### src/logic/oflow_pkg.sv
// Shared constants of the optical-flow matching core
// Feature word layout, table and credit sizes, FSM encodings
// All users reference these by scoped names
package oflow_pkg;

	// --------------------------------------------------
	// Feature word layout, top bit down
	// --------------------------------------------------
	localparam int FEAT_W    = 156;
	localparam int CM_W      = 22;
	localparam int CM_LSB    = 134;
	localparam int POS_W     = 44;
	localparam int POS_LSB   = 90;
	localparam int WID_W     = 11;
	localparam int WID_LSB   = 79;
	localparam int HGT_W     = 11;
	localparam int HGT_LSB   = 68;
	localparam int COL_W     = 24;
	localparam int COL1_LSB  = 44;
	localparam int COL2_LSB  = 20;
	localparam int DHIST_W   = 8;
	localparam int DHIST_LSB = 12;
	localparam int ID_W      = 12;
	localparam int ID_LSB    = 0;

	// Box corners {x_tl, y_tl, x_br, y_br}
	localparam int COORD_W = 11;
	// One RGB channel
	localparam int CHAN_W  = 8;

	// --------------------------------------------------
	// Scoring
	// --------------------------------------------------
	localparam int IOU_W       = 8;
	localparam int WEIGHT_W    = 8;
	localparam int SCORE_W     = 32;
	localparam int NUM_METRICS = 6;
	localparam int SIM_LATENCY = 3;
	// Full overlap in 8-bit fraction form
	localparam logic [COORD_W-1:0] IOU_ONE = COORD_W'(256);

	// Previous-object table
	localparam int NUM_PREV = 8;
	localparam int PREV_AW  = 3;
	localparam logic [PREV_AW-1:0] LAST_PREV = PREV_AW'(NUM_PREV - 1);

	// Credits on both streaming sides
	localparam int CUR_CREDITS   = 2;
	localparam int MATCH_CREDITS = 2;
	localparam int CUR_PTR_W     = 1;
	localparam int CRED_W        = 2;
	localparam logic [CRED_W-1:0] CUR_FULL        = CRED_W'(CUR_CREDITS);
	localparam logic [CRED_W-1:0] MATCH_CRED_INIT = CRED_W'(MATCH_CREDITS);

	// Matcher FSM states
	localparam logic [1:0] ST_IDLE   = 2'd0;
	localparam logic [1:0] ST_ISSUE  = 2'd1;
	localparam logic [1:0] ST_DRAIN  = 2'd2;
	localparam logic [1:0] ST_REPORT = 2'd3;

endpackage

### src/logic/oflow_track_match.sv
// Matcher: previous-object table, current-object credit buffer and scan FSM
// Streams all table entries through the metric and keeps the lowest score
// Results leave under consumer credits
module oflow_track_match (
	input  logic                              clk,
	input  logic                              reset_N,
	input  logic                              cur_valid,
	input  logic [oflow_pkg::FEAT_W-1:0]      cur_features,
	output logic                              cur_credit_return,
	input  logic                              prev_wr,
	input  logic [oflow_pkg::PREV_AW-1:0]     prev_addr,
	input  logic [oflow_pkg::FEAT_W-1:0]      prev_wdata,
	input  logic                              prev_clear,
	output logic                              pair_valid,
	output logic [oflow_pkg::FEAT_W-1:0]      pair_cur,
	output logic [oflow_pkg::FEAT_W-1:0]      pair_prev,
	output logic [oflow_pkg::PREV_AW-1:0]     pair_index,
	input  logic                              score_valid,
	input  logic [oflow_pkg::SCORE_W-1:0]     score,
	input  logic [oflow_pkg::PREV_AW-1:0]     score_index,
	output logic                              match_valid,
	output logic                              match_found,
	output logic [oflow_pkg::ID_W-1:0]        match_id,
	output logic [oflow_pkg::SCORE_W-1:0]     match_score,
	input  logic                              match_credit_return
);

	logic [oflow_pkg::FEAT_W-1:0]    prev_mem [oflow_pkg::NUM_PREV];
	logic [oflow_pkg::NUM_PREV-1:0]  prev_vld;
	logic [oflow_pkg::NUM_PREV-1:0]  scan_mask;
	logic [oflow_pkg::FEAT_W-1:0]    fifo_mem [oflow_pkg::CUR_CREDITS];
	logic [oflow_pkg::CUR_PTR_W-1:0] wr_ptr;
	logic [oflow_pkg::CUR_PTR_W-1:0] rd_ptr;
	logic [oflow_pkg::CRED_W-1:0]    fifo_cnt;
	logic [oflow_pkg::FEAT_W-1:0]    cur_reg;
	logic [1:0]                      state;
	logic [oflow_pkg::PREV_AW-1:0]   issue_cnt;
	logic                            scan_start;
	logic [oflow_pkg::CRED_W-1:0]    credits;
	logic                            take;
	logic                            best_found;
	logic [oflow_pkg::ID_W-1:0]      best_id;
	logic [oflow_pkg::SCORE_W-1:0]   best_score;

	// --------------------------------------------------
	// Previous-object table
	// --------------------------------------------------
	always_ff @(posedge clk) begin
		if (prev_wr)
			prev_mem[prev_addr] <= prev_wdata;
	end

	always_ff @(posedge clk or negedge reset_N) begin
		if (!reset_N) begin
			prev_vld <= '0;
		end else begin
			if (prev_clear)
				prev_vld <= '0;
			// Write after clear so a same-cycle write survives
			if (prev_wr)
				prev_vld[prev_addr] <= 1'b1;
		end
	end

	// --------------------------------------------------
	// Current-object FIFO, one slot per host credit
	// --------------------------------------------------
	always_ff @(posedge clk) begin
		if (cur_valid)
			fifo_mem[wr_ptr] <= cur_features;
	end

	always_ff @(posedge clk or negedge reset_N) begin
		if (!reset_N) begin
			wr_ptr   <= '0;
			rd_ptr   <= '0;
			fifo_cnt <= '0;
		end else begin
			if (cur_valid)
				wr_ptr <= wr_ptr + 1'b1;
			if (scan_start)
				rd_ptr <= rd_ptr + 1'b1;
			fifo_cnt <= fifo_cnt + {1'b0, cur_valid} - {1'b0, scan_start};
		end
	end

	// Pop frees a host slot
	assign scan_start        = (state == oflow_pkg::ST_IDLE) && (fifo_cnt != '0);
	assign cur_credit_return = scan_start;

	// --------------------------------------------------
	// Scan FSM
	// --------------------------------------------------
	always_ff @(posedge clk or negedge reset_N) begin
		if (!reset_N) begin
			state     <= oflow_pkg::ST_IDLE;
			issue_cnt <= '0;
		end else begin
			case (state)
				oflow_pkg::ST_IDLE: begin
					// Entry 0 goes out with the pop
					if (scan_start) begin
						state     <= oflow_pkg::ST_ISSUE;
						issue_cnt <= issue_cnt + 1'b1;
					end
				end
				oflow_pkg::ST_ISSUE: begin
					issue_cnt <= issue_cnt + 1'b1;
					if (issue_cnt == oflow_pkg::LAST_PREV)
						state <= oflow_pkg::ST_DRAIN;
				end
				oflow_pkg::ST_DRAIN: begin
					if (score_valid && score_index == oflow_pkg::LAST_PREV)
						state <= oflow_pkg::ST_REPORT;
				end
				default: begin
					// Report waits here for a consumer credit
					if (match_valid)
						state <= oflow_pkg::ST_IDLE;
				end
			endcase
		end
	end

	// Object under scan and its table snapshot
	always_ff @(posedge clk) begin
		if (scan_start) begin
			cur_reg   <= fifo_mem[rd_ptr];
			scan_mask <= prev_vld;
		end
	end

	// Pair stream into the metric, one entry per cycle
	assign pair_valid = scan_start || (state == oflow_pkg::ST_ISSUE);
	assign pair_index = issue_cnt;
	assign pair_cur   = (state == oflow_pkg::ST_IDLE) ? fifo_mem[rd_ptr] : cur_reg;
	assign pair_prev  = prev_mem[issue_cnt];

	// --------------------------------------------------
	// Minimum over valid entries, strict less-than keeps the lower index
	// --------------------------------------------------
	assign take = score_valid && scan_mask[score_index]
		&& (!best_found || score < best_score);

	always_ff @(posedge clk or negedge reset_N) begin
		if (!reset_N) begin
			best_found <= 1'b0;
			best_id    <= '0;
			best_score <= '1;
		end else if (scan_start) begin
			best_found <= 1'b0;
			best_id    <= '0;
			best_score <= '1;
		end else if (take) begin
			best_found <= 1'b1;
			best_id    <= prev_mem[score_index][oflow_pkg::ID_LSB +: oflow_pkg::ID_W];
			best_score <= score;
		end
	end

	// --------------------------------------------------
	// Result port and consumer credits
	// --------------------------------------------------
	assign match_valid = (state == oflow_pkg::ST_REPORT) && (credits != '0);
	assign match_found = best_found;
	assign match_id    = best_id;
	assign match_score = best_score;

	always_ff @(posedge clk or negedge reset_N) begin
		if (!reset_N)
			credits <= oflow_pkg::MATCH_CRED_INIT;
		else
			credits <= credits + {1'b0, match_credit_return} - {1'b0, match_valid};
	end

endmodule

### config.mk
export PLATFORM = sky130hd
export DESIGN_NAME = oflow_track_match
export DESIGN_NICKNAME = d
export VERILOG_FILES = /design/src/logic/oflow_pkg.sv /design/src/logic/oflow_track_match.sv
export SDC_FILE = /design/constraint.sdc
export NUM_CORES = 2
export LEC_CHECK = 0
export BUFFER_PORTS_ARGS = -buffer_cell sky130_fd_sc_hd__buf_2
export CAP_MARGIN = 30
export CORE_MARGIN = 2
export CORE_UTILIZATION = 60
export CTS_CLUSTER_SIZE = 16
export DETAILED_ROUTE_END_ITERATION = 7
export GPL_TIMING_DRIVEN = 1
export PLACE_DENSITY_LB_ADDON = 0.15
export SYNTH_ARGS = -nofsm -noshare
export SYNTH_HDL_FRONTEND = slang
export SYNTH_SLANG_ARGS = --single-unit
### constraint.sdc
create_clock -name clk -period 18.5 [get_ports clk]
set_clock_uncertainty 0.05 [all_clocks]
set_input_delay 2.775 -clock clk [delete_from_list [all_inputs] [get_ports clk]]
set_output_delay 2.775 -clock clk [all_outputs]
set_load 0.05 [all_outputs]
## After elaboration in Yosys (flattened, before gate mapping)

Memories as Yosys holds them, arrays and structs flattened.
Cells that the tools add are included.

| cells by class | value |
|---|---|
| add/subtract/negate cells | 7 |
| order comparisons | 4 |
| equality and inequality tests | 8 |
| mux-type cells | 24 |
| bitwise operators | 1 |
| reductions and logical operators | 17 |

Operators by type and width:

| cell | number |
|---|---|
| two-way mux 156 bit | 1 |
| two-way mux 32 bit | 2 |
| < comparator 32 bit | 1 |
| two-way mux 12 bit | 2 |
| two-way mux 8 bit | 2 |
| < comparator 3 x 4 -> 1 bit (second input constant) | 2 |
| two-way mux 1 bit | 8 |
| two-way mux 2 bit | 4 |
| bitwise OR 8 bit | 1 |
| nonzero test 2 bit | 4 |
| equality test 3 bit (second input constant) | 2 |
| logical AND 1 bit | 6 |
| inequality test 2 bit (second input constant) | 3 |
| one-hot mux 2 bit (3 select lines) | 1 |
| one-hot mux 3 bit (2 select lines) | 1 |
| adder 2 x 1 -> 2 bit | 2 |
| equality test 2 bit (second input constant) | 2 |
| AND reduction 4 bit | 1 |
| nonzero test 4 bit | 1 |
| subtractor 2 x 1 -> 2 bit | 2 |
| adder 3 x 1 -> 3 bit (second input constant) | 1 |
| binary-select mux 1 bit (select 3 bit) | 1 |
| demux 1 bit (select 3 bit) | 1 |
| >= comparator 3 x 1 -> 1 bit (second input constant) | 1 |
| other kinds (7) | 9 |

| storage, ports and cells | value |
|---|---|
| register bits after elaboration | 228 |
| memory bits (writable) | 1560 |
| memories kept | 2 |

Memories:

| name | words | bits a word | rd ports | clocked after memory_dff | write ports | line | text |
|---|---|---|---|---|---|---|---|
| prev_mem | 8 | 156 | 2 | 0 | 1 | oflow_track_match.sv:28 | `logic [oflow_pkg::FEAT_W-1:0] prev_mem [oflow_pkg::NUM_PREV];` |
| fifo_mem | 2 | 156 | 1 | 0 | 1 | oflow_track_match.sv:31 | `logic [oflow_pkg::FEAT_W-1:0] fifo_mem [oflow_pkg::CUR_CREDITS];` |

## Logic depth before layout (Yosys ltp)

| logic depth | value |
|---|---|
| depth after elaboration | 6 |
| depth in mapped cells | 11 |

## Worst setup path after synthesis

No wires, ideal clock.

| timing path | value |
|---|---|
| path kind | input to register |
| start point | input prev_addr[1] (netlist name) |
| end point | memory prev_mem[0][0] (netlist name), enable pin |
| setup time | 0.867 ns |
| arrival | 13.572 ns |
| required time | 17.583 ns |
| path slack | 4.010 ns |
| stages | 1 |
| cell sequence | nor3_1 |

RTL lines:

| what | line | text |
|---|---|---|
| start, declared | oflow_track_match.sv:11 | `input logic [oflow_pkg::PREV_AW-1:0] prev_addr,` |
| end, declared | oflow_track_match.sv:28 |  |

Straight into the memory's write port.

## Final worst setup path

| timing path | value |
|---|---|
| start point | register issue_cnt, in the netlist pair_index[0] |
| end point | output pair_prev[106] (netlist name) |

| on the way | value |
|---|---|
| word-level cells in the longest chain between the ends | 1 |

RTL lines:

| what | line | text |
|---|---|---|
| start, declared | oflow_track_match.sv:37 | `logic [oflow_pkg::PREV_AW-1:0] issue_cnt;` |
| start signal, assigned | oflow_track_match.sv:104 | `issue_cnt <= issue_cnt + 1'b1;` |
| start signal, assigned | oflow_track_match.sv:108 | `issue_cnt <= issue_cnt + 1'b1;` |
| memory (8 x 156 bit) | -- |  |
| end, declared | oflow_track_match.sv:16 | `output logic [oflow_pkg::FEAT_W-1:0] pair_prev,` |

Every way passes these cells.

==> results by stage <==
Outcome:
- The flow ran to the end, and the final reports show no timing, DRC or antenna violations.

Finish:
- The area growth from synthesis to layout is 16.17%.
- The number of flip-flops in the largest register is around 1,200.
- The fraction of final layout cells with drive strength greater than 1 is 47.69%.
- After the flow finishes, the layout carries non-filler instances totaling 5,514.
- The number of nets in the layout is ~4,200.

Timing:
- Subtracting the final worst setup slack from the clock period gives about 7300 ps.
- The peak clock frequency supported by timing is roughly 140 MHz.
- Setup violations remaining at the end of the flow were counted as 0.
- The total negative setup slack is 0 ps.
- For the pin with the worst max-slew slack, the measured transition is 1026 ps.
- The ratio of final minimum period to clock period is 39.55%.
- Across all hold checks on the routed design, the worst slack comes to a little over 400 ps.
- The final count of hold timing violations is 0.
- The max-slew violation count is 0.
- Setup repair after global routing left no endpoint under its margin.
- The post-route worst setup slack is 11,180 ps.
- The worst-case headroom to the max-slew limit is between 30% and 40%.

Global route:
- The wire length of the first global-routing pass is 226.9 mm.
- After global routing the overflow that remains totals 0.
- The layer flagged by global routing as most heavily used is met2.
- Global routing used between 20% and 30% of the available tracks.
- Global routing consumed, on the met1 layer, between 30% and 40% of the routing resources.
- The met2 capacity usage during global routing is 45.05%.
- Entering global routing, the biggest net connects 157 pins.
- The via count of the first global-routing pass is between 30,000 and 40,000.
- In the global route stage, met3 resource usage came out at under 10%.
- The initial antenna violation count is 72.

Hold path:
- The hold-critical path depth is 0.
- The path type of the worst min-delay path is reg2reg.

Logic synthesis:
- The dominant combinational cell family by area after synthesis is multiplexers.
- After Yosys synthesis, XOR and XNOR cells account for less than 1% of the synthesized area.
- Counting flops with a built-in enable in the synthesized netlist gives approximately 1,700.
- The portion of synthesized area spent on multiplexers is between 10% and 20%.
- Counting every instance in the synthesized netlist gives roughly 3,000.
- The async set-or-reset flop fraction in the synthesized netlist is under 10%.
- Synthesis inferred between 1,500 and 2,000 register bits.
- Synthesis instantiated 44 different standard cells from the library.
- The share of synthesized area occupied by flip-flops and latches is 77.45%.
- Counting every net in the synthesized netlist gives between 3,000 and 4,000.
- The synthesized netlist devotes 0.3556% of its cell area to simple gates.
- A synthesized cell averages 22.81 um2.
- The synthesized netlist occupies a cell area of slightly below 70,000 um2.
- The count of synthesis-stage warnings from yosys is 0.
- Of the total synthesized cell area, the portion taken by full adders, half adders and majority gates is 0.7439%.
- The share of the synthesized area in compound gates (AO/OA/AOI/OAI) is under 10%.
- The leading register cell type out of synthesis is edfxtp_1.

Clock network:
- The clock latency of the later-clocked register in the worst-skew pair is between 700 and 800 ps.
- The clock passes through at most 3 buffers.
- The post-CTS repair timing setup buffer count is 0.
- The number of clock buffers added by TritonCTS is between 150 and 200.
- The number of gates given a new drive strength after cts is 0.
- The tree built by TritonCTS fans out to 1,788 sinks.
- The clock root buffer master is clkbuf_16.
- TritonCTS built the clock tree.
- The number of buffers added to fix hold violations after cts is 0.
- The number of levels the H-tree was split into is 4.
- After clock tree synthesis, the clock-pin slew on the worst setup and hold paths is 60 ps.

Power and ir drop:
- For this design the static power due to leakage is between 0.02 and 0.03 uW.
- IR analysis of the VDD net gives a maximum drop of ~0.13 mV.
- Power spread over the standard cell area amounts to 172.5 nW/um2.
- Overall power consumption after layout is estimated at about 14,000 uW.

Routing:
- The post-detailed-routing wire length is 157.8 mm.
- The post-detailed-route DRC marker count is 0.
- In the final routed layout, each cell accounts on average for 28.61 um.
- The via density per instance is around 6.1.
- The detail route stage leaves a number of antenna-violating nets equal to 0.
- The total number of vias is approximately 33,000.
- Before antenna repair, the detailed router went through 5 iterations.
- The number of violations reported at the end of detailed-routing iteration 0 is between 2,000 and 3,000.

Worst setup path:
- The biggest fanout along the worst timing path is 43.
- STA classifies the critical path endpoint as an output port.
- The family with the most delay on the worst path is buffers and inverters.
- Counting cells, the worst reg-to-reg path comes to 6.
- STA puts the critical path data required time at ~16,000 ps.
- The slowest library cell on the worst path is dfrtp_4.
- The critical path is of the reg2out type.
- The biggest cell delay along the critical path is ~970 ps.
- The critical path goes through buf_4 > buf_12 > buf_4 > mux4_2 > mux2_2 > buf_2.
- For flop-to-flop paths, the worst setup slack is approximately 15,000 ps.
- The critical path crosses 6 cells after its start point.
- The startpoint kind of the worst setup timing path is a flip-flop.
- The total buffers and inverters traversed by the critical path is 4.
- STA puts the critical path data arrival time at between 4000 and 5000 ps.
- The most common cell type on the critical path is buf_4.

Placement:
- The placed instance count is around 5,200.
- The count of port buffers added during placement is a little over 700.
- The routability congestion estimate from global placement is between 0.8 and 0.9.
- Once detailed placement completed, the half-perimeter wirelength came to 98.28 mm.
- Timing analysis after detailed placement gives a worst setup slack of around 12,000 ps.

Run:
- The tool flagged a number of max-cap violations equal to 0.

Floorplan:
- In this run the core area contains approximately 120 standard-cell rows.
- The starting density of the core is about three fifths.
- The area of the die is 117,700 um2.
- The floorplan core area is between 100,000 and 150,000 um2.
- Measured along the x axis, the die boundary spans between 300 and 400 um.
- Pin placement for this block handled a little over 700 I/O pins.
- The die is 343.0 um tall.
## synthesized netlist by cell type (12+ instances only)
library cell     n  area [um2]
edfxtp_1      1724       51770
mux2_2         471        5304
mux4_2         338        7612
clkbuf_1        81       304.0
ha_1            41       513.0
inv_1           41       153.9
buf_2           37       185.2
dfstp_2         33       867.1
o21ai_1         32       160.2
a31oi_1         31       193.9
dfrtp_1         31       775.7
a21oi_1         27       135.1
buf_1           22       82.58
mux2i_1         12       120.1
## per-layer routing
metal | wire length (um) | vias to the layer above
met5 | 330 | -
met4 | 5009 | 50
met3 | 14190 | 299
met2 | 81300 | 1269
met1 | 56920 | 17490
li1 | - | 14280
## cells by family after synthesis
group           count (synthesis)
flops                        1788
mux                           821
buf+inv                       189
compound gates                131
simple gates                   46
fa+ha+maj                      41
xor+xnor                        7
## stage by stage
step / utilization (%) / area [um2]
CTS: 69.97 / 79900
finish: 70.16 / 80110
global route: 70.12 / 80070
floorplan: - / 68960
detailed placement: 65.32 / 74590
global placement: 65.05 / 74290
## cells in the final DEF (no fill, tap or decap), drive strengths merged, types with 11 or more instances in the layout
master / n
clkbuf: 221
clkinv: 65
a211oi: 12
buf: 780
inv: 48
o21ai: 41
edfxtp: 1724
a31oi: 31
mux2: 471
ha: 41
mux4: 338
dfrtp: 31
a21oi: 27
mux2i: 12
nand2: 11
diode: 41
dfstp: 33
## power breakdown
part           internal [uW]  switching [uW]  total (uW)
Sequential              4980             208        5190
Clock                   1850            1430        3290
Combinational           1770            3570        5340
## path summary, 6_finish.rpt
kind                                     from        endpoint
worst max-delay path            pair_index[0]  pair_prev[106]
worst min-delay path              prev_vld[7]    scan_mask[7]
worst max register to register       state[0]     cur_reg[89]
worst min register to register    prev_vld[7]    scan_mask[7]
max in group asynchronous             reset_N   pair_index[0]
min in group asynchronous             reset_N     match_id[5]
## cell type report
cell class	count	area, um2
diodes	41	102.6
clock buffers	221	4634
clock inverters	84	674.4
fillers	6935	34080
inverters	42	165.2
multi-input cells	1046	14820
flip-flops and latches	1788	53430
well taps	1512	1892
repair buffers	780	4394
No activity file was read; power rests on OpenSTA's default activity.
