==> config.mk <==
export PLATFORM = sky130hd
export DESIGN_NAME = oflow_similarity_metric
export DESIGN_NICKNAME = d
export VERILOG_FILES = /design/src/logic/oflow_pkg.sv /design/src/logic/oflow_calc_iou.sv /design/src/logic/oflow_similarity_metric.sv
export SDC_FILE = /design/constraint.sdc
export NUM_CORES = 2
export LEC_CHECK = 0
export ABC_CLOCK_PERIOD_IN_PS = 14100
export BUFFER_PORTS_ARGS = -buffer_cell sky130_fd_sc_hd__buf_2
export CAP_MARGIN = 0
export CORE_MARGIN = 2
export CORE_UTILIZATION = 35
export DETAILED_ROUTE_END_ITERATION = 10
export GPL_TIMING_DRIVEN = 0
export MAX_ROUTING_LAYER = met4
export PLACE_DENSITY = 0.54
export RECOVER_POWER = 25
export SLEW_MARGIN = 5
export SYNTH_ARGS = -nofsm -noshare
export SYNTH_HDL_FRONTEND = slang
export SYNTH_SLANG_ARGS = --single-unit
==> constraint.sdc <==
create_clock -name clk -period 14.1 [get_ports clk]
set_input_delay 2.115 -clock clk [delete_from_list [all_inputs] [get_ports clk]]
set_output_delay 2.115 -clock clk [all_outputs]
set_load 0.03 [all_outputs]
==> src/logic/oflow_pkg.sv <==
// Shared constants of the optical-flow matching core
// Feature word layout, table and credit sizes, FSM encodings
// All users reference these by scoped names
package oflow_pkg;

	// --------------------------------------------------
	// Feature word layout, top bit down
	// --------------------------------------------------
	localparam int FEAT_W    = 156;
	localparam int CM_W      = 22;
	localparam int CM_LSB    = 134;
	localparam int POS_W     = 44;
	localparam int POS_LSB   = 90;
	localparam int WID_W     = 11;
	localparam int WID_LSB   = 79;
	localparam int HGT_W     = 11;
	localparam int HGT_LSB   = 68;
	localparam int COL_W     = 24;
	localparam int COL1_LSB  = 44;
	localparam int COL2_LSB  = 20;
	localparam int DHIST_W   = 8;
	localparam int DHIST_LSB = 12;
	localparam int ID_W      = 12;
	localparam int ID_LSB    = 0;

	// Box corners {x_tl, y_tl, x_br, y_br}
	localparam int COORD_W = 11;
	// One RGB channel
	localparam int CHAN_W  = 8;

	// --------------------------------------------------
	// Scoring
	// --------------------------------------------------
	localparam int IOU_W       = 8;
	localparam int WEIGHT_W    = 8;
	localparam int SCORE_W     = 32;
	localparam int NUM_METRICS = 6;
	localparam int SIM_LATENCY = 3;
	// Full overlap in 8-bit fraction form
	localparam logic [COORD_W-1:0] IOU_ONE = COORD_W'(256);

	// Previous-object table
	localparam int NUM_PREV = 8;
	localparam int PREV_AW  = 3;
	localparam logic [PREV_AW-1:0] LAST_PREV = PREV_AW'(NUM_PREV - 1);

	// Credits on both streaming sides
	localparam int CUR_CREDITS   = 2;
	localparam int MATCH_CREDITS = 2;
	localparam int CUR_PTR_W     = 1;
	localparam int CRED_W        = 2;
	localparam logic [CRED_W-1:0] CUR_FULL        = CRED_W'(CUR_CREDITS);
	localparam logic [CRED_W-1:0] MATCH_CRED_INIT = CRED_W'(MATCH_CREDITS);

	// Matcher FSM states
	localparam logic [1:0] ST_IDLE   = 2'd0;
	localparam logic [1:0] ST_ISSUE  = 2'd1;
	localparam logic [1:0] ST_DRAIN  = 2'd2;
	localparam logic [1:0] ST_REPORT = 2'd3;

endpackage

==> src/logic/oflow_calc_iou.sv <==
// Intersection-over-union of two boxes as an 8-bit fraction
// One register stage from box inputs to iou, used inside the metric
module oflow_calc_iou (
	input  logic                                clk,
	input  logic                                reset_N,
	input  logic [4*oflow_pkg::COORD_W-1:0]     bbox_position_frame_k,
	input  logic [4*oflow_pkg::COORD_W-1:0]     bbox_position_frame_history,
	input  logic [oflow_pkg::COORD_W-1:0]       bbox_w_frame_k,
	input  logic [oflow_pkg::COORD_W-1:0]       bbox_h_frame_k,
	input  logic [oflow_pkg::COORD_W-1:0]       bbox_w_frame_history,
	input  logic [oflow_pkg::COORD_W-1:0]       bbox_h_frame_history,
	output logic [oflow_pkg::IOU_W-1:0]         iou
);

	// Zero-extended product of two coordinates
	function automatic logic [2*oflow_pkg::COORD_W-1:0] area(
		input logic [oflow_pkg::COORD_W-1:0] a,
		input logic [oflow_pkg::COORD_W-1:0] b
	);
		return {{oflow_pkg::COORD_W{1'b0}}, a} * {{oflow_pkg::COORD_W{1'b0}}, b};
	endfunction

	logic [oflow_pkg::COORD_W-1:0] k_xtl, k_ytl, k_xbr, k_ybr;
	logic [oflow_pkg::COORD_W-1:0] h_xtl, h_ytl, h_xbr, h_ybr;
	logic [oflow_pkg::COORD_W-1:0] ov_xtl, ov_ytl, ov_xbr, ov_ybr;
	logic [oflow_pkg::COORD_W-1:0] ov_w;
	logic [oflow_pkg::COORD_W-1:0] ov_h;
	logic [2*oflow_pkg::COORD_W-1:0] inter;
	logic [2*oflow_pkg::COORD_W:0] union_a;
	logic [2*oflow_pkg::COORD_W+oflow_pkg::IOU_W:0] quot;
	logic [oflow_pkg::IOU_W-1:0] iou_next;

	assign {k_xtl, k_ytl, k_xbr, k_ybr} = bbox_position_frame_k;
	assign {h_xtl, h_ytl, h_xbr, h_ybr} = bbox_position_frame_history;

	// --------------------------------------------------
	// Overlap rectangle
	// --------------------------------------------------
	assign ov_xtl = (k_xtl > h_xtl) ? k_xtl : h_xtl;
	assign ov_ytl = (k_ytl > h_ytl) ? k_ytl : h_ytl;
	assign ov_xbr = (k_xbr < h_xbr) ? k_xbr : h_xbr;
	assign ov_ybr = (k_ybr < h_ybr) ? k_ybr : h_ybr;
	// Disjoint boxes clamp to zero
	assign ov_w = (ov_xbr > ov_xtl) ? ov_xbr - ov_xtl : '0;
	assign ov_h = (ov_ybr > ov_ytl) ? ov_ybr - ov_ytl : '0;
	assign inter = area(ov_w, ov_h);

	// Union = both areas minus the shared part
	assign union_a = {1'b0, area(bbox_w_frame_k, bbox_h_frame_k)}
		+ {1'b0, area(bbox_w_frame_history, bbox_h_frame_history)}
		- {1'b0, inter};

	// Fraction scaled by 256
	assign quot = {1'b0, inter, {oflow_pkg::IOU_W{1'b0}}}
		/ {{oflow_pkg::IOU_W{1'b0}}, union_a};

	always_comb begin
		if (union_a == '0)
			iou_next = '0;
		else if (|quot[2*oflow_pkg::COORD_W+oflow_pkg::IOU_W:oflow_pkg::IOU_W])
			// Full overlap gives 256, saturate
			iou_next = '1;
		else
			iou_next = quot[oflow_pkg::IOU_W-1:0];
	end

	always_ff @(posedge clk or negedge reset_N) begin
		if (!reset_N)
			iou <= '0;
		else
			iou <= iou_next;
	end

endmodule

==> src/logic/oflow_similarity_metric.sv <==
// Weighted similarity score of one current/previous feature pair
// Three pipeline stages, a new pair may enter every cycle
// Valid and table index travel alongside each pair
module oflow_similarity_metric (
	input  logic                              clk,
	input  logic                              reset_N,
	input  logic                              pair_valid,
	input  logic [oflow_pkg::FEAT_W-1:0]      pair_cur,
	input  logic [oflow_pkg::FEAT_W-1:0]      pair_prev,
	input  logic [oflow_pkg::PREV_AW-1:0]     pair_index,
	input  logic [oflow_pkg::WEIGHT_W-1:0]    iou_weight,
	input  logic [oflow_pkg::WEIGHT_W-1:0]    w_weight,
	input  logic [oflow_pkg::WEIGHT_W-1:0]    h_weight,
	input  logic [oflow_pkg::WEIGHT_W-1:0]    color1_weight,
	input  logic [oflow_pkg::WEIGHT_W-1:0]    color2_weight,
	input  logic [oflow_pkg::WEIGHT_W-1:0]    dhistory_weight,
	output logic                              score_valid,
	output logic [oflow_pkg::SCORE_W-1:0]     score,
	output logic [oflow_pkg::PREV_AW-1:0]     score_index
);

	function automatic logic [oflow_pkg::COORD_W-1:0] abs_diff(
		input logic [oflow_pkg::COORD_W-1:0] a,
		input logic [oflow_pkg::COORD_W-1:0] b
	);
		return (a > b) ? a - b : b - a;
	endfunction

	// Sum of per-channel absolute differences, at most 765
	function automatic logic [oflow_pkg::COORD_W-1:0] color_diff(
		input logic [oflow_pkg::COL_W-1:0] a,
		input logic [oflow_pkg::COL_W-1:0] b
	);
		logic [oflow_pkg::COORD_W-1:0] acc;
		acc = '0;
		for (int i = 0; i < oflow_pkg::COL_W / oflow_pkg::CHAN_W; i++) begin
			acc = acc + abs_diff(
				{{(oflow_pkg::COORD_W-oflow_pkg::CHAN_W){1'b0}},
					a[oflow_pkg::CHAN_W*i +: oflow_pkg::CHAN_W]},
				{{(oflow_pkg::COORD_W-oflow_pkg::CHAN_W){1'b0}},
					b[oflow_pkg::CHAN_W*i +: oflow_pkg::CHAN_W]});
		end
		return acc;
	endfunction

	// Weight times term at full score width
	function automatic logic [oflow_pkg::SCORE_W-1:0] weigh(
		input logic [oflow_pkg::WEIGHT_W-1:0] w,
		input logic [oflow_pkg::COORD_W-1:0]  t
	);
		logic [oflow_pkg::SCORE_W-1:0] w_ext;
		logic [oflow_pkg::SCORE_W-1:0] t_ext;
		w_ext = {{(oflow_pkg::SCORE_W-oflow_pkg::WEIGHT_W){1'b0}}, w};
		t_ext = {{(oflow_pkg::SCORE_W-oflow_pkg::COORD_W){1'b0}}, t};
		return w_ext * t_ext;
	endfunction

	logic [oflow_pkg::IOU_W-1:0]   iou;
	logic [oflow_pkg::COORD_W-1:0] iou_term;
	logic                          s1_valid;
	logic [oflow_pkg::PREV_AW-1:0] s1_index;
	logic [oflow_pkg::COORD_W-1:0] s1_w;
	logic [oflow_pkg::COORD_W-1:0] s1_h;
	logic [oflow_pkg::COORD_W-1:0] s1_c1;
	logic [oflow_pkg::COORD_W-1:0] s1_c2;
	logic [oflow_pkg::COORD_W-1:0] s1_hist;
	logic                          s2_valid;
	logic [oflow_pkg::PREV_AW-1:0] s2_index;
	logic [oflow_pkg::SCORE_W-1:0] s2_sum;

	// --------------------------------------------------
	// Stage 1: differences, IoU register sits in the IoU block
	// --------------------------------------------------
	oflow_calc_iou u_calc_iou (
		.clk                         (clk),
		.reset_N                     (reset_N),
		.bbox_position_frame_k       (pair_cur[oflow_pkg::POS_LSB +: oflow_pkg::POS_W]),
		.bbox_position_frame_history (pair_prev[oflow_pkg::POS_LSB +: oflow_pkg::POS_W]),
		.bbox_w_frame_k              (pair_cur[oflow_pkg::WID_LSB +: oflow_pkg::WID_W]),
		.bbox_h_frame_k              (pair_cur[oflow_pkg::HGT_LSB +: oflow_pkg::HGT_W]),
		.bbox_w_frame_history        (pair_prev[oflow_pkg::WID_LSB +: oflow_pkg::WID_W]),
		.bbox_h_frame_history        (pair_prev[oflow_pkg::HGT_LSB +: oflow_pkg::HGT_W]),
		.iou                         (iou)
	);

	always_ff @(posedge clk) begin
		s1_index <= pair_index;
		s1_w     <= abs_diff(pair_cur[oflow_pkg::WID_LSB +: oflow_pkg::WID_W],
			pair_prev[oflow_pkg::WID_LSB +: oflow_pkg::WID_W]);
		s1_h     <= abs_diff(pair_cur[oflow_pkg::HGT_LSB +: oflow_pkg::HGT_W],
			pair_prev[oflow_pkg::HGT_LSB +: oflow_pkg::HGT_W]);
		s1_c1    <= color_diff(pair_cur[oflow_pkg::COL1_LSB +: oflow_pkg::COL_W],
			pair_prev[oflow_pkg::COL1_LSB +: oflow_pkg::COL_W]);
		s1_c2    <= color_diff(pair_cur[oflow_pkg::COL2_LSB +: oflow_pkg::COL_W],
			pair_prev[oflow_pkg::COL2_LSB +: oflow_pkg::COL_W]);
		// History term is the stored object's count
		s1_hist  <= {{(oflow_pkg::COORD_W-oflow_pkg::DHIST_W){1'b0}},
			pair_prev[oflow_pkg::DHIST_LSB +: oflow_pkg::DHIST_W]};
	end

	// --------------------------------------------------
	// Stage 2: weighted sum, stage 3: average
	// --------------------------------------------------
	assign iou_term = oflow_pkg::IOU_ONE - {{(oflow_pkg::COORD_W-oflow_pkg::IOU_W){1'b0}}, iou};

	always_ff @(posedge clk) begin
		s2_index    <= s1_index;
		s2_sum      <= weigh(iou_weight, iou_term) + weigh(w_weight, s1_w)
			+ weigh(h_weight, s1_h) + weigh(color1_weight, s1_c1)
			+ weigh(color2_weight, s1_c2) + weigh(dhistory_weight, s1_hist);
		score_index <= s2_index;
		score       <= s2_sum / oflow_pkg::NUM_METRICS;
	end

	// Valid pipe
	always_ff @(posedge clk or negedge reset_N) begin
		if (!reset_N) begin
			s1_valid    <= 1'b0;
			s2_valid    <= 1'b0;
			score_valid <= 1'b0;
		end else begin
			s1_valid    <= pair_valid;
			s2_valid    <= s1_valid;
			score_valid <= s2_valid;
		end
	end

endmodule

**Word-level counts from Yosys, hierarchy flattened**

Cells that the tools add are included.

- Register bits: 128
- Bits in latches: 0
- Memory bits (writable): 0
- Memory bits (read-only): 0
- Input port bits: 366
- Output and inout port bits: 36
- Logic and storage cells: 87
- Memories kept: 0

- Add/sub/neg operators: 30
- Multiply operators: 9
- Div/mod/pow operators: 2
- $lt $le $gt $ge: 14
- Equality and inequality tests: 0
- Shift operators: 0
- Multiplexer cells: 16
- Bitwise logic cells: 0
- Reductions and logical operators: 2

Operator list:

| operator | count |
|---|---|
| $mux 11 | 14 |
| $sub 8x8->9 | 12 |
| $mul 8x11->19 | 5 |
| $gt 11x11->1 | 6 |
| $mul 11x11->22 | 3 |
| $sub 11x11->11 | 6 |
| $gt 8x8->1 | 6 |
| $add 11x11->11 | 4 |
| $div 32x3->32 const B | 1 |
| $div 30x23->31 | 1 |
| $add 23x16->24 | 1 |
| $add 22x19->23 | 1 |
| $add 22x22->23 | 1 |
| $logic_not 23->1 | 1 |
| $reduce_or 23->1 | 1 |
| $sub 23x22->23 | 1 |
| $add 21x19->22 | 1 |
| $lt 11x11->1 | 2 |
| $add 20x19->21 | 1 |
| $add 19x19->20 | 1 |
| $mul 8x8->16 | 1 |
| $mux 8 | 2 |
| $sub 9x8->10 const A | 1 |

**Logic depth before layout (Yosys ltp)**

- Depth in word-level cells: 10
- Mapped depth: 486
- Depth with buffers taken out: 457

**By module**

A second synthesis with hierarchy kept.

- Cell total of the unflattened synthesis: 8744
- Area total of the unflattened synthesis: 69226.4 um^2

Modules (own cells, without submodules):

| module | times used | cells an instance | area an instance (um^2) | seq. area each (um^2) |
|---|---|---|---|---|
| oflow_calc_iou | 1 | 5592 | 41433.5 | 200.2 |
| oflow_similarity_metric | 1 | 3152 | 27792.9 | 2197.1 |

**Worst setup path after synthesis**

No wires, ideal clock.

- Kind: input port to flip-flop
- Start point: in pair_prev[124] (netlist name)
- End point: reg u_calc_iou.iou[0] (netlist name)
- Library setup time: 0.172 ns
- Arrival: 93.646 ns
- Required time: 13.928 ns
- Setup slack: -79.717 ns
- Stages: 452
- Buffers on the path: 40
- Cells stage by stage: inv_1 -> ha_1 -> nor2b_1 -> o21a_1 -> o21a_1 -> o21ai_0 -> nand2b_1 -> a21oi_1 -> nor2b_1 -> o21ai_0 -> nand2b_1 -> a21oi_1 -> nor2b_1 -> o21ai_0 -> nand2b_1 -> o31a_1 -> clkbuf_1 -> o21ai_0 -> [... 416 more ...] -> a21o_1 -> a21oi_1 -> nor2b_1 -> o21ai_0 -> nand2b_1 -> a21oi_1 -> o21ai_0 -> a21oi_1 -> nor2b_1 -> o21ai_0 -> nand2b_1 -> a21oi_1 -> o21ai_0 -> a21o_1 -> a221oi_1 -> nand2_1 -> a2111oi_0 -> a31oi_1

- Cells in the longest elaborated chain, start to end: 10
- Elaborated cells on any way between the ends: 12

Ends and longest elaborated chain:

| item | line | text |
|---|---|---|
| start, declared | oflow_similarity_metric.sv:9 | `input logic [oflow_pkg::FEAT_W-1:0] pair_prev,` |
| $gt 11x11->1 | oflow_calc_iou.sv:39 | `assign ov_xtl = (k_xtl > h_xtl) ? k_xtl : h_xtl;` |
| $mux 11 (*) | oflow_calc_iou.sv:39 |  |
| $sub 11x11->11 / $gt 11x11->1 (equally long branches) | oflow_calc_iou.sv:44 | `assign ov_w = (ov_xbr > ov_xtl) ? ov_xbr - ov_xtl : '0;` |
| $mux 11 (*) | oflow_calc_iou.sv:44 |  |
| $mul 11x11->22 (*) | oflow_calc_iou.sv:20 | `return {{oflow_pkg::COORD_W{1'b0}}, a} * {{oflow_pkg::COORD_W{1'b0}}, b};` |
| $sub 23x22->23 | oflow_calc_iou.sv:51 | `- {1'b0, inter};` |
| $div 30x23->31 | oflow_calc_iou.sv:55 | `/ {{oflow_pkg::IOU_W{1'b0}}, union_a};` |
| $reduce_or 23->1 | oflow_calc_iou.sv:60 | `else if (\|quot[2*oflow_pkg::COORD_W+oflow_pkg::IOU_W:oflow_pkg::IOU_W])` |
| $mux 8 | oflow_calc_iou.sv:60 |  |
| $mux 8 (*) | oflow_calc_iou.sv:58 | `if (union_a == '0)` |
| named net u_calc_iou.iou_next (one bit) | oflow_calc_iou.sv:31 | `logic [oflow_pkg::IOU_W-1:0] iou_next;` |
| end signal, assigned | oflow_calc_iou.sv:71 | `iou <= iou_next;` |
| end, declared | oflow_calc_iou.sv:12 | `output logic [oflow_pkg::IOU_W-1:0] iou` |

Mark *: on every way through the listed nets, which the timed path passes. The rest lies on a longest branch.

**Worst setup path in the final report**

Ends and elaborated chain as after synthesis.

==> run metrics <==
TritonCTS Buffers=17; synth unique cells=120; FF-to-FF path depth=36; CTS Sinks=117; status=finished, violations left; violated checks=setup timing; CTS clock-pin slew for the worst setup and hold paths=60 ps; Startpoint Class=primary input; post-route setup slack=-72920 ps; Fmax=0.0115 GHz; wire length per cell after detailed routing=roughly 20 um; total grt overflow=0; Yosys reg bits=117; CP max-delay cell=fa_2; Routability Congestion=0.964; DP Area=approximately 75000 um^2; final setup fails=8; crit end category=flop; Detailed Route Iter0 Violations=4462; syn avg cell area=7.95 um^2; CP Data Arrival Time=87340 ps; Yosys warning count=0; Hold Startpoint=s2_index[1]$_DFF_P_; fill count=19000; via count=65600; Worst Path Max Fanout=10; share of synthesized registers carrying an async set or reset=about a tenth; min-delay worst type=reg -> reg; R2R Setup Slk=3280 ps; Hold Violations, Final=0; Clock Skew=20.3 ps; sequential share of the synthesized area=3.53%; I/O Pins=402; Register Area=2400 um^2; layout cells sized above 1=23.0%; largest net degree at the start of global routing=22; mapped cell area=approximately 68000 um^2; initial antenna violation count=18; HPWL after detailed placement=193000 um; reg-to-reg startpoint=u_calc_iou.iou[0]$_DFF_PN0_; H-tree depth=4; Worst Path Required=14420 ps; Worst-Skew Late Latency=470 ps; Port Buffers=312; Synth Instances=8542; RSZ-0062 raised after global routing=true; row cnt=161; WS Path Type=in -> reg; CP most frequent cell=buf_4; DRT Pass-1 Iters=6; Worst slew margin=roughly 13%; Vias/cell=5.37; Final ANT Viol Nets=0; final worst-path cycle share=617%; GRT Total Usage=between 20 and 25%; nets=about 12000; Hold Path Cell Cnt=0; Multi-input gate area=64900 um^2; Die Wd=444 um; post-route cell area=85800 um^2; Worst-Margin Slew=1300 ps; area of the core=193000 um^2; FF-to-FF End=s2_sum[23]$_DFF_P_; max_cap viols=0; DRC=0; Die ar.=between 150000 and 200000 um^2; hold_buf cts=0; final wirelength=243000 um; maximum clock path buffer count=2; number of global-route vias before repair=approximately 67000; P&R area growth vs syn=26.4%; global-route wire length before repair=approximately 380000 um; top_reg_cell synth=dfxtp_1; crit-path max cell delay=about 600 ps; CTS tree=built; Die H=about 440 um; Starting Density=35.2%; Hold Path End=score_index[1]$_DFF_P_; number of synthesized flops with an enable pin=0; root buffer cell=clkbuf_16; Final Slew Violations=0; min Tclk post-route=slightly below 90000 ps; DP Worst Slack=-86190 ps
[layout by cell type (no fill, tap or decap), drive strengths merged, types with 112 or more instances in the layout]
cell,netlist,final
o21ai,353,353
inv,1313,1321
nor2,602,602
a21oi,517,517
clkbuf,180,177
mux2,161,161
and2,286,286
nand3,112,112
xor2,160,160
a21o,232,232
nand2,882,882
ha,1027,1027
o21a,116,116
nor3,148,148
xnor2,287,287
buf,57,1162
fa,788,788
[synthesized netlist by cell type, types with 23 or more instances]
| library cell | number | area (um^2) |
|---|---|---|
| o211ai_1 | 43 | 323 |
| o31ai_1 | 53 | 398 |
| nor3_1 | 142 | 711 |
| nand2_1 | 882 | 3310 |
| a211oi_1 | 44 | 330 |
| buf_2 | 23 | 115 |
| o21ai_0 | 339 | 1700 |
| ha_1 | 1027 | 12800 |
| a21o_1 | 232 | 1740 |
| a31oi_1 | 55 | 344 |
| nand3_1 | 111 | 556 |
| and3_1 | 34 | 213 |
| nor4_1 | 23 | 144 |
| nand4_1 | 74 | 463 |
| nand2b_1 | 110 | 688 |
| and2_1 | 279 | 1750 |
| mux2i_1 | 108 | 1080 |
| or2_2 | 29 | 181 |
| o2111ai_1 | 23 | 201 |
| nor2b_1 | 105 | 657 |
| mux2_2 | 153 | 1720 |
| fa_1 | 788 | 15800 |
| clkbuf_1 | 180 | 676 |
| a21oi_1 | 513 | 2570 |
| o21bai_1 | 75 | 563 |
| a21boi_0 | 28 | 210 |
| o21a_1 | 116 | 871 |
| xor2_1 | 160 | 1400 |
| inv_1 | 1307 | 4910 |
| or3_1 | 44 | 275 |
| dfxtp_1 | 106 | 2120 |
| nor2_1 | 600 | 2250 |
| xnor2_1 | 287 | 2510 |
[cell families after synthesis]
kind of cell             count (synthesis)  share of synthesized area (%)
multiplexers                           271                           4.33
adder cells (fa/ha/maj)               1817                           42.2
buffers and inverters                 1557                           8.78
other                                    1                        0.00552
AND/OR/NAND/NOR                       2516                           17.6
flip-flops                             117                           3.53
XOR/XNOR                               447                           5.77
AO/OA/AOI/OAI                         1816                           17.8
[worst max-delay path by stage]
stage                   start                          end  depth (start not counted)
6_report       pair_prev[124]  u_calc_iou.iou[0]$_DFF_PN0_                        475
2_1_floorplan  pair_prev[124]  u_calc_iou.iou[0]$_DFF_PN0_                        457
3_5_place_dp    pair_prev[91]  u_calc_iou.iou[0]$_DFF_PN0_                        445
3_3_place_gp   pair_prev[124]  u_calc_iou.iou[0]$_DFF_PN0_                        439
5_1_grt        pair_prev[124]  u_calc_iou.iou[0]$_DFF_PN0_                        469
4_1_cts        pair_prev[113]  u_calc_iou.iou[0]$_DFF_PN0_                        465
[what timing repair did]
action	in CTS	in global routing
pin swaps	341	380
endpoints found under the setup margin	8	8
cloned	10	1
setup buffers	597	171
gates resized for setup	540	375
[routing by layer]
| layer | track usage [%] | routed length [um] |
|---|---|---|
| met2 | 41.5 | 116000 |
| met5 | - | 0 |
| met4 | 8.45 | 9500 |
| met3 | 2.36 | 13400 |
| met1 | 31.4 | 105000 |
[critical path, delay by kind of cell]
family / cells / cell delay [ps]
compound gates: 197 / 37180
xor+xnor: 2 / 220
fa+ha+maj: 44 / 14590
buf+inv: 136 / 17670
mux: 10 / 3260
simple gates: 86 / 12020
[through the flow]
stage / hold slack [ps] / setup TNS [ps] / cells / util [%]
2_1_floorplan: 310 / -457140 / 8552 / -
3_3_place_gp: 310 / -598130 / 11400 / 38.7
3_5_place_dp: 328 / -583140 / 11400 / 38.9
4_1_cts: 340 / -473360 / 12000 / 43.0
5_1_grt: 343 / -506740 / 12200 / 44.5
6_report: 333 / -487200 / 12200 / 44.6
[sequential cells by signal, summed over array words and instances, names as in the netlist, 8 cells and up]
| signal | flops |
|---|---|
| s2_sum | 23 |
| s1_c1 | 11 |
| s1_h | 11 |
| score | 22 |
| s1_w | 11 |
| s1_c2 | 11 |
| u_calc_iou.iou | 8 |
| s1_hist | 8 |
[cell type report]
| type | instances | area share [%] |
|---|---|---|
| diodes | 16 | 0.0467 |
| flip-flops and latches | 117 | 2.79 |
| clock buffers | 17 | 0.496 |
| plain buffers | 224 | 2.08 |
| repair buffers | 1098 | 9.26 |
| multi-input cells | 6880 | 75.7 |
| inverters | 1320 | 5.83 |
| well taps | 2526 | 3.68 |
| clock inverters | 15 | 0.137 |
| repair inverters | 1 | 0.0102 |
Power is left out: the tool's default activity adds up to more than one toggle a clock period on the data nets, which glitch-free logic cannot reach.
